`config.mk`:
```
export PLATFORM = sky130hd
export DESIGN_NAME = gfx_fill_top
export DESIGN_NICKNAME = d
export VERILOG_FILES = /design/src/gfx_cmd_pkg.sv /design/src/gfx_fb_pkg.sv /design/src/gfx_strobe_if.sv /design/src/gfx_clocks.sv /design/src/gfx_cmd_decode.sv /design/src/gfx_span_exec.sv /design/src/gfx_fb_result.sv /design/src/gfx_fill_top.sv
export VERILOG_INCLUDE_DIRS = /design/src
export SDC_FILE = /design/constraint.sdc
export NUM_CORES = 1
export LEC_CHECK = 0
export BUFFER_PORTS_ARGS = -buffer_cell sky130_fd_sc_hd__buf_2
export CAP_MARGIN = 25
export CORE_MARGIN = 8
export CORE_UTILIZATION = 51
export CTS_CLUSTER_SIZE = 16
export DETAILED_ROUTE_END_ITERATION = 8
export HOLD_SLACK_MARGIN = 0.08
export PLACE_DENSITY = 0.74
export SLEW_MARGIN = 10
export SYNTH_ARGS = -nofsm -noshare
export SYNTH_HDL_FRONTEND = slang
export SYNTH_SLANG_ARGS = --single-unit
```
`constraint.sdc`:
```
create_clock -name clk_100m -period 2.3 [get_ports clk_100m]
set_clock_uncertainty 0.2 [all_clocks]
set_input_delay 0.46 -clock clk_100m [delete_from_list [all_inputs] [get_ports clk_100m]]
set_output_delay 0.46 -clock clk_100m [all_outputs]
set_load 0.05 [all_outputs]
```
`src/gfx_defs.svh`:
```
`ifndef GFX_DEFS_SVH
`define GFX_DEFS_SVH

// Framebuffer geometry
`define GFX_FB_WIDTH  320
`define GFX_FB_HEIGHT 240

// Coordinate widths, enough for 0..319 and 0..239
`define GFX_X_W 9
`define GFX_Y_W 8

// Linear pixel address y*width + x, max 76799
`define GFX_ADDR_W 17

// 4:4:4 colour
`define GFX_COLOR_W 12

// clk_100m cycles per SRAM write slot
`define GFX_CE_DIV 2

// Written-pixel counter, wraps
`define GFX_CNT_W 16

`endif

```
`src/gfx_cmd_pkg.sv`:
```
`default_nettype none

`include "gfx_defs.svh"

package gfx_cmd_pkg;

    // Opcode sits in cmd_word[31:28]
    typedef enum logic [3:0] {
        OP_SET_COLOR  = 4'd1, // Colour in [11:0]
        OP_SET_ORIGIN = 4'd2, // x in [24:16], y in [7:0]
        OP_FILL_SPAN  = 4'd3  // Length in [8:0]
    } gfx_cmd_op_e;

    // Decoded operation from decode to execute
    // All fields filled from the word, execute picks per opcode
    typedef struct packed {
        gfx_cmd_op_e               opcode;
        logic [`GFX_COLOR_W-1:0]   color;
        logic [`GFX_X_W-1:0]       x;
        logic [`GFX_Y_W-1:0]       y;
        logic [`GFX_X_W-1:0]       len;   // 1..320 once accepted
    } gfx_op_t;

endpackage

`default_nettype wire

```
`src/gfx_fb_pkg.sv`:
```
`default_nettype none

`include "gfx_defs.svh"

package gfx_fb_pkg;

    // One framebuffer write
    typedef struct packed {
        logic [`GFX_ADDR_W-1:0]  addr;  // y*320 + x
        logic [`GFX_COLOR_W-1:0] color;
        logic                    last;  // Final pixel of span
    } gfx_pix_t;

endpackage

`default_nettype wire

```
`src/gfx_strobe_if.sv`:
```
`timescale 1ns/1ps
`default_nettype none

// Strobe link with generic payload and busy return
interface gfx_strobe_if #(
    parameter type payload_t = logic
);

    logic     valid;   // One-cycle strobe
    payload_t payload; // Meaningful only with valid
    logic     busy;    // Sink still working

    modport source (
        output valid,
        output payload,
        input  busy
    );

    modport sink (
        input  valid,
        input  payload,
        output busy
    );

endinterface

`default_nettype wire

```
`src/gfx_clocks.sv`:
```
`timescale 1ns/1ps
`default_nettype none

`include "gfx_defs.svh"

module gfx_clocks (
    input  logic clk_100m,
    input  logic arst_n_common, // Async, active low
    output logic rst_sync,      // Active high, released synchronously
    output logic wr_ce          // One cycle per write slot
);

    localparam int CNT_W = $clog2(`GFX_CE_DIV + 1);

    logic [1:0]       sync_q;   // Reset synchroniser chain
    logic [CNT_W-1:0] ce_cnt;

    // Assert at once, release on second edge
    always_ff @(posedge clk_100m or negedge arst_n_common) begin
        if (!arst_n_common) begin
            sync_q <= 2'b00;
        end else begin
            sync_q <= {sync_q[0], 1'b1};
        end
    end

    assign rst_sync = ~sync_q[1];

    // Slot pacing, SRAM rate inside clk_100m
    always_ff @(posedge clk_100m or posedge rst_sync) begin
        if (rst_sync) begin
            ce_cnt <= '0;
            wr_ce  <= 1'b0;
        end else begin
            wr_ce  <= (ce_cnt == CNT_W'(`GFX_CE_DIV - 1));
            ce_cnt <= (ce_cnt == CNT_W'(`GFX_CE_DIV - 1)) ? '0 : ce_cnt + 1'b1;
        end
    end

    // Slot spacing, one quiet cycle then the next slot GFX_CE_DIV cycles on
    a_ce_spacing : assert property (
        @(posedge clk_100m) disable iff (rst_sync)
        wr_ce |=> !wr_ce ##(`GFX_CE_DIV - 1) wr_ce)
        else $error("wr_ce slot spacing broken");

endmodule

`default_nettype wire

```
`src/gfx_cmd_decode.sv`:
```
`timescale 1ns/1ps
`default_nettype none

`include "gfx_defs.svh"

module gfx_cmd_decode (
    input  logic         clk_100m,
    input  logic         rst_sync,
    input  logic         cmd_valid, // One-cycle strobe
    input  logic [31:0]  cmd_word,
    output logic         cmd_err,   // Reject pulse
    output logic         busy,      // In flight or executing
    gfx_strobe_if.source op_bus
);

    logic [3:0]              op_code;
    logic [`GFX_COLOR_W-1:0] color;
    logic [`GFX_X_W-1:0]     org_x;
    logic [`GFX_Y_W-1:0]     org_y;
    logic [`GFX_X_W-1:0]     span_len;
    logic                    op_legal;
    logic                    accept;
    logic                    fill_inflight; // Registered fill not yet seen by execute
    gfx_cmd_pkg::gfx_op_t    op_next;

    // Field split
    assign op_code  = cmd_word[31:28];
    assign color    = cmd_word[11:0];
    assign org_x    = cmd_word[24:16];
    assign org_y    = cmd_word[7:0];
    assign span_len = cmd_word[8:0];

    // Opcode and range checks
    always_comb begin
        case (op_code)
            gfx_cmd_pkg::OP_SET_COLOR:  op_legal = 1'b1;
            gfx_cmd_pkg::OP_SET_ORIGIN: op_legal = (org_x < `GFX_FB_WIDTH) &&
                                                   (org_y < `GFX_FB_HEIGHT);
            gfx_cmd_pkg::OP_FILL_SPAN:  op_legal = (span_len != '0) &&
                                                   (span_len <= `GFX_FB_WIDTH);
            default:                    op_legal = 1'b0; // Unknown opcode
        endcase
    end

    assign busy   = fill_inflight | op_bus.busy;
    assign accept = cmd_valid & op_legal & ~busy; // Busy always rejects

    always_comb begin
        op_next        = '0;
        op_next.opcode = gfx_cmd_pkg::gfx_cmd_op_e'(op_code);
        op_next.color  = color;
        op_next.x      = org_x;
        op_next.y      = org_y;
        op_next.len    = span_len;
    end

    // Strobe, error and in-flight flags
    always_ff @(posedge clk_100m or posedge rst_sync) begin
        if (rst_sync) begin
            op_bus.valid  <= 1'b0;
            cmd_err       <= 1'b0;
            fill_inflight <= 1'b0;
        end else begin
            op_bus.valid  <= accept;
            cmd_err       <= cmd_valid & ~accept;
            fill_inflight <= accept && (op_code == gfx_cmd_pkg::OP_FILL_SPAN);
        end
    end

    // Payload, held between strobes
    always_ff @(posedge clk_100m) begin
        if (accept) begin
            op_bus.payload <= op_next;
        end
    end

endmodule

`default_nettype wire

```
`src/gfx_span_exec.sv`:
```
`timescale 1ns/1ps
`default_nettype none

`include "gfx_defs.svh"

module gfx_span_exec (
    input  logic         clk_100m,
    input  logic         rst_sync,
    input  logic         wr_ce,   // Write slot
    gfx_strobe_if.sink   op_bus,
    gfx_strobe_if.source pix_bus
);

    localparam int ADDR_W = `GFX_ADDR_W;
    localparam logic [`GFX_X_W-1:0] FB_W = `GFX_X_W'(`GFX_FB_WIDTH);

    logic [`GFX_COLOR_W-1:0] color_q;
    logic [`GFX_X_W-1:0]     org_x_q;
    logic [`GFX_Y_W-1:0]     org_y_q;
    logic                    busy_q;
    logic [`GFX_X_W-1:0]     remain_q;  // Pixels left in span
    logic [ADDR_W-1:0]       addr_q;    // Next pixel address
    logic [`GFX_X_W-1:0]     room;      // Pixels up to right edge
    logic [`GFX_X_W-1:0]     span_len;  // Clipped length
    logic [ADDR_W-1:0]       span_base;
    logic                    take_fill;
    logic                    pix_fire;
    gfx_fb_pkg::gfx_pix_t    pix_w;

    assign room      = FB_W - org_x_q; // Origin x below 320, so at least 1
    assign span_len  = (op_bus.payload.len > room) ? room : op_bus.payload.len;
    assign span_base = ADDR_W'(org_y_q) * ADDR_W'(`GFX_FB_WIDTH) + ADDR_W'(org_x_q);
    assign take_fill = op_bus.valid && (op_bus.payload.opcode == gfx_cmd_pkg::OP_FILL_SPAN);
    assign pix_fire  = busy_q & wr_ce;

    // Colour, origin and span control
    always_ff @(posedge clk_100m or posedge rst_sync) begin
        if (rst_sync) begin
            color_q  <= '0;
            org_x_q  <= '0;
            org_y_q  <= '0;
            busy_q   <= 1'b0;
            remain_q <= '0;
        end else if (op_bus.valid) begin
            case (op_bus.payload.opcode)
                gfx_cmd_pkg::OP_SET_COLOR: color_q <= op_bus.payload.color;
                gfx_cmd_pkg::OP_SET_ORIGIN: begin
                    org_x_q <= op_bus.payload.x;
                    org_y_q <= op_bus.payload.y;
                end
                gfx_cmd_pkg::OP_FILL_SPAN: begin
                    busy_q   <= 1'b1;
                    remain_q <= span_len;
                end
                default: ; // Decode passes legal opcodes only
            endcase
        end else if (pix_fire) begin
            remain_q <= remain_q - 1'b1;
            if (remain_q == `GFX_X_W'(1)) begin
                busy_q <= 1'b0; // Last pixel out
            end
        end
    end

    // Address walker, origin itself stays put
    always_ff @(posedge clk_100m) begin
        if (take_fill) begin
            addr_q <= span_base;
        end else if (pix_fire) begin
            addr_q <= addr_q + 1'b1;
        end
    end

    always_comb begin
        pix_w.addr  = addr_q;
        pix_w.color = color_q; // Stable while busy
        pix_w.last  = (remain_q == `GFX_X_W'(1));
    end

    assign op_bus.busy     = busy_q;
    assign pix_bus.valid   = pix_fire;
    assign pix_bus.payload = pix_w;

    // Decode must hold off while a span runs
    a_no_op_while_busy : assert property (
        @(posedge clk_100m) disable iff (rst_sync) op_bus.valid |-> !busy_q)
        else $error("op_bus valid while span busy");

endmodule

`default_nettype wire

```
`src/gfx_fb_result.sv`:
```
`timescale 1ns/1ps
`default_nettype none

`include "gfx_defs.svh"

module gfx_fb_result (
    input  logic                    clk_100m,
    input  logic                    rst_sync,
    gfx_strobe_if.sink              pix_bus,
    output logic                    fb_we,
    output logic [`GFX_ADDR_W-1:0]  fb_addr,
    output logic [`GFX_COLOR_W-1:0] fb_wdata,
    output logic                    span_done, // With last pixel
    output logic [`GFX_CNT_W-1:0]   pix_count  // Wraps at 2^16
);

    localparam int FB_PIXELS = `GFX_FB_WIDTH * `GFX_FB_HEIGHT;

    assign pix_bus.busy = 1'b0; // Always ready

    // Strobe, done and counter
    always_ff @(posedge clk_100m or posedge rst_sync) begin
        if (rst_sync) begin
            fb_we     <= 1'b0;
            span_done <= 1'b0;
            pix_count <= '0;
        end else begin
            fb_we     <= pix_bus.valid;
            span_done <= pix_bus.valid & pix_bus.payload.last;
            if (pix_bus.valid) begin
                pix_count <= pix_count + 1'b1; // Lines up with fb_we
            end
        end
    end

    // Write data path
    always_ff @(posedge clk_100m) begin
        if (pix_bus.valid) begin
            fb_addr  <= pix_bus.payload.addr;
            fb_wdata <= pix_bus.payload.color;
        end
    end

    // Clipping upstream keeps every write inside the frame
    a_addr_in_frame : assert property (
        @(posedge clk_100m) disable iff (rst_sync) fb_we |-> (fb_addr < FB_PIXELS))
        else $error("fb_addr %h outside framebuffer", fb_addr);

endmodule

`default_nettype wire

```
`src/gfx_fill_top.sv`:
```
`timescale 1ns/1ps
`default_nettype none

`include "gfx_defs.svh"

module gfx_fill_top (
    input  logic                    clk_100m,
    input  logic                    arst_n_common,
    input  logic                    cmd_valid,
    input  logic [31:0]             cmd_word,
    output logic                    fb_we,
    output logic [`GFX_ADDR_W-1:0]  fb_addr,
    output logic [`GFX_COLOR_W-1:0] fb_wdata,
    output logic                    busy,
    output logic                    span_done,
    output logic                    cmd_err,
    output logic [`GFX_CNT_W-1:0]   pix_count
);

    logic rst_sync;
    logic wr_ce;

    gfx_strobe_if #(.payload_t(gfx_cmd_pkg::gfx_op_t)) op_bus ();  // Decode to execute
    gfx_strobe_if #(.payload_t(gfx_fb_pkg::gfx_pix_t)) pix_bus (); // Execute to result

    gfx_clocks u_gfx_clocks (
        .clk_100m      (clk_100m),
        .arst_n_common (arst_n_common),
        .rst_sync      (rst_sync),
        .wr_ce         (wr_ce)
    );

    gfx_cmd_decode u_gfx_cmd_decode (
        .clk_100m  (clk_100m),
        .rst_sync  (rst_sync),
        .cmd_valid (cmd_valid),
        .cmd_word  (cmd_word),
        .cmd_err   (cmd_err),
        .busy      (busy),      // In-flight OR execute busy
        .op_bus    (op_bus.source)
    );

    gfx_span_exec u_gfx_span_exec (
        .clk_100m (clk_100m),
        .rst_sync (rst_sync),
        .wr_ce    (wr_ce),
        .op_bus   (op_bus.sink),
        .pix_bus  (pix_bus.source)
    );

    gfx_fb_result u_gfx_fb_result (
        .clk_100m  (clk_100m),
        .rst_sync  (rst_sync),
        .pix_bus   (pix_bus.sink),
        .fb_we     (fb_we),
        .fb_addr   (fb_addr),
        .fb_wdata  (fb_wdata),
        .span_done (span_done),
        .pix_count (pix_count)
    );

endmodule

`default_nettype wire

```
==> flow_metrics.tcl <==
set metrics [dict create \
    violations "negative setup slack" \
    ant_nets 0 \
    fin_util_pct 71.39 \
    pre_cts_ws_ps -994.1 \
    instances_no_fill 880 \
    drc 0 \
    ys_ff_latch 136 \
    routed_wirelength_um 14790 \
    r2r-start "u_gfx_span_exec.org_x_q[0]" \
    hpwl_um 10020 \
    endpoint_kind "register" \
    fillers 810 \
    r2r_end "u_gfx_span_exec.remain_q[2]" \
    cp_cell_sequence "inv_2, ha_4, or3b_4, or3_4, a21oi_4, xnor2_2, ha_1, nand4_1, buf_4, nor3_2, a31oi_1, buf_4, mux2i_2, a221o_1" \
    fmax_mhz 297.6 \
    cp_max_fo 5 \
    cp_data_arrival_time_ps 3460 \
    die_w_um 127.2 \
    drt_iter0_markers 270 \
    cts_sinks 136 \
    status "finished, violations left" \
    leakage_nw 3.701 \
    worstPathRequired_ps 2400 \
    htree_levels 4 \
    clkTransAtPathRegs_ps 60 \
    path_class "reg2reg" \
    avgViaCountPerCell 5.226 \
    row_count 40 \
    r2r_setup_slack_ps -1060 \
    syn2layout_area_growth_pct 36.63 \
    cts-root-buf "clkbuf_16" \
    overflow 0 \
    die-area_sq_mm 0.01617 \
    setup_viol 15 \
    synth_nets 582 \
    cts-buffers-inserted 17 \
    crit_slowest_cell "dfrtp_1" \
    num_antenna_cells 0 \
    syn_inst 516 \
    antenna_found_initial 0 \
    synth_cell_types 54 \
    rsz0062_at_grt "true" \
    placedCellCount 814 \
    nets 765 \
    insertion_delay_ps 420 \
    synthFlopType "edfxtp_1" \
    grt_max_degree 64 \
    cap_violations 0 \
    period_minus_slack_ps 3361 \
    final_hold_viol_count 0 \
    cts_tree "yes" \
    timing.final.ws_setup_ps -1061 \
    gp_congestion 0.8940 \
    dpl_cell_area_sq_mm 0.007426 \
    globalRouteTotalUtil_pct 18.11 \
    ys_seq_area_share_pct 59.64 \
    critPathMaxStageDelay_ps 390 \
    grt_pass1_vias 4546 \
    clockBufferDepth 2 \
    reg2reg_depth 14 \
    final_common_cell "buf_2" \
    drt_pass1_iterations 5 \
    die-height_um 127.2 \
    hold_path.class "reg2async" \
    final_cell_area_sq_mm 0.008611 \
    min_period_over_period_pct 146.1 \
    grt_first_pass_wirelength_um 22720 \
    synthesis.area_sq_mm 0.006302 \
    portBuffers 76 \
    synth_edf_count 71 \
    final_max_slew_viol_count 0 \
    start_util_pct 52.25 \
    core_sq_mm 0.01206 \
    wire_per_inst_um 16.80 \
    drive_above_1_share_pct 35.39 \
    power_density_mw_per_mm2 792.7 \
    startpoint_type "register" \
    most-common-layout-cells "buf_2, edfxtp_1, buf_4" \
    cp_common_cell "buf_4" \
    yosysWarnings 0 \
    irDropWorstVdd_uv 676.8 \
    avgSynthCellArea_sq_um 12.21 \
    io_pins 84 \
    vias 4599 \
    async_flop_share_pct 47.79 \
]
## critical path: cells and delay by family, from the launching register on
| kind | cells | cell delay [ps] |
|---|---|---|
| AO/OA/AOI/OAI | 3 | 560 |
| XOR/XNOR | 1 | 100 |
| adder cells (fa/ha/maj) | 2 | 460 |
| buffers and inverters | 3 | 420 |
| flip-flops | 1 | 390 |
| multiplexers | 1 | 150 |
| AND/OR/NAND/NOR | 4 | 960 |
## routing by layer
layer,part of all wire [%],global-route usage [%],wire length [um],up-vias
li1,-,-,-,2223
met1,42,21.03,6194,2208
met2,50,30.26,7377,146
met3,6.1,6.240,903,22
met4,2.1,7.138,311,0
met5,0,0,0,-
## repair_timing
item,CTS,global route
setup endpoints to repair,15,44
hold endpoints to repair,28,0
pin swaps,8,14
hold buffers,26,0
buffers inserted,2,5
gates resized for setup,16,31
gates cloned,0,3
## synth_stat cells, drive strengths merged, types with 6 or more instances
master	n	area [sq um]
edfxtp	71	2132
dfrtp	65	1627
clkbuf	9	33.78
nor3	14	70.07
a21oi	16	83.83
nor4	6	37.54
mux2i	8	80.08
inv	22	82.58
nand3	17	85.08
ha	29	362.9
mux2	24	270.3
xnor2	28	245.2
xor2	18	157.7
nor2	36	135.1
o21ai	28	140.1
nand2	54	202.7
## metrics by stage
stage	TNS (ps)	hold WS [ps]	total power, mW
global route	-15000	116.7	7.103
CTS	-10950	84.00	6.746
floorplan	-8560	-35.59	3.532
global placement	-9957	43.95	3.924
detailed placement	-11340	48.30	3.973
finish	-11730	66.36	6.825
## state kept, by name, indices dropped and copies added (netlist names)
signal,flops
u_gfx_clocks.wr_ce,1
u_gfx_cmd_decode.op_bus.valid,1
u_gfx_clocks.ce_cnt,2
u_gfx_span_exec.addr_q,17
u_gfx_cmd_decode.cmd_err,1
u_gfx_fb_result.fb_we,1
u_gfx_span_exec.org_x_q,9
u_gfx_fb_result.fb_wdata,12
u_gfx_cmd_decode.fill_inflight,1
u_gfx_cmd_decode.op_bus.payload,25
u_gfx_span_exec.remain_q,9
u_gfx_fb_result.fb_addr,17
u_gfx_span_exec.org_y_q,8
u_gfx_span_exec.color_q,12
u_gfx_fb_result.span_done,1
u_gfx_span_exec.op_bus.busy,1
u_gfx_fb_result.pix_count,16
u_gfx_clocks.sync_q,2
## cell families (layout without fill, tap and decap cells)
family | after synthesis | count (layout) | synth area share [%]
AND/OR/NAND/NOR | 159 | 159 | 12.05
adder cells (fa/ha/maj) | 31 | 31 | 6.393
other | 1 | 1 | 0.05950
multiplexers | 32 | 32 | 5.559
flip-flops | 136 | 136 | 59.64
XOR/XNOR | 46 | 46 | 6.393
AO/OA/AOI/OAI | 76 | 76 | 7.743
buffers and inverters | 35 | 231 | 2.164
## report_power, final
group,switching (mW),leakage [nW],internal [mW],total [mW]
Clock,0.997,0.282,1.72,2.72
Combinational,0.680,1.93,0.608,1.29
Sequential,0.114,1.49,2.71,2.82
Total,1.79,3.70,5.03,6.83
## worst max-delay path by stage
stage / from / end / slack, ps / depth (start not counted)
6_report: u_gfx_span_exec.org_x_q[0] / u_gfx_span_exec.remain_q[2] / -1060 / 14
2_1_floorplan: u_gfx_span_exec.org_x_q[0] / u_gfx_span_exec.remain_q[4] / -890 / 14
5_1_grt: u_gfx_span_exec.org_x_q[0] / u_gfx_span_exec.remain_q[7] / -1290 / 14
3_3_place_gp: u_gfx_span_exec.org_x_q[1] / u_gfx_span_exec.remain_q[4] / -930 / 14
4_1_cts: u_gfx_span_exec.org_x_q[1] / u_gfx_span_exec.remain_q[4] / -1010 / 14
3_5_place_dp: u_gfx_span_exec.org_x_q[1] / u_gfx_span_exec.remain_q[0] / -990 / 15
## layout make-up
cell class | count | area (sq um) | share of cell area [%]
clock inverter | 13 | 151.4 | 1.758
tap | 168 | 210.2 | 2.441
timing repair buffer | 177 | 1286 | 14.94
inverter | 22 | 86.33 | 1.003
clock buffer | 19 | 442.9 | 5.144
multi-input combinational | 345 | 2673 | 31.04
sequential | 136 | 3761 | 43.68
Note: power is estimated with default switching activity, not from simulation.
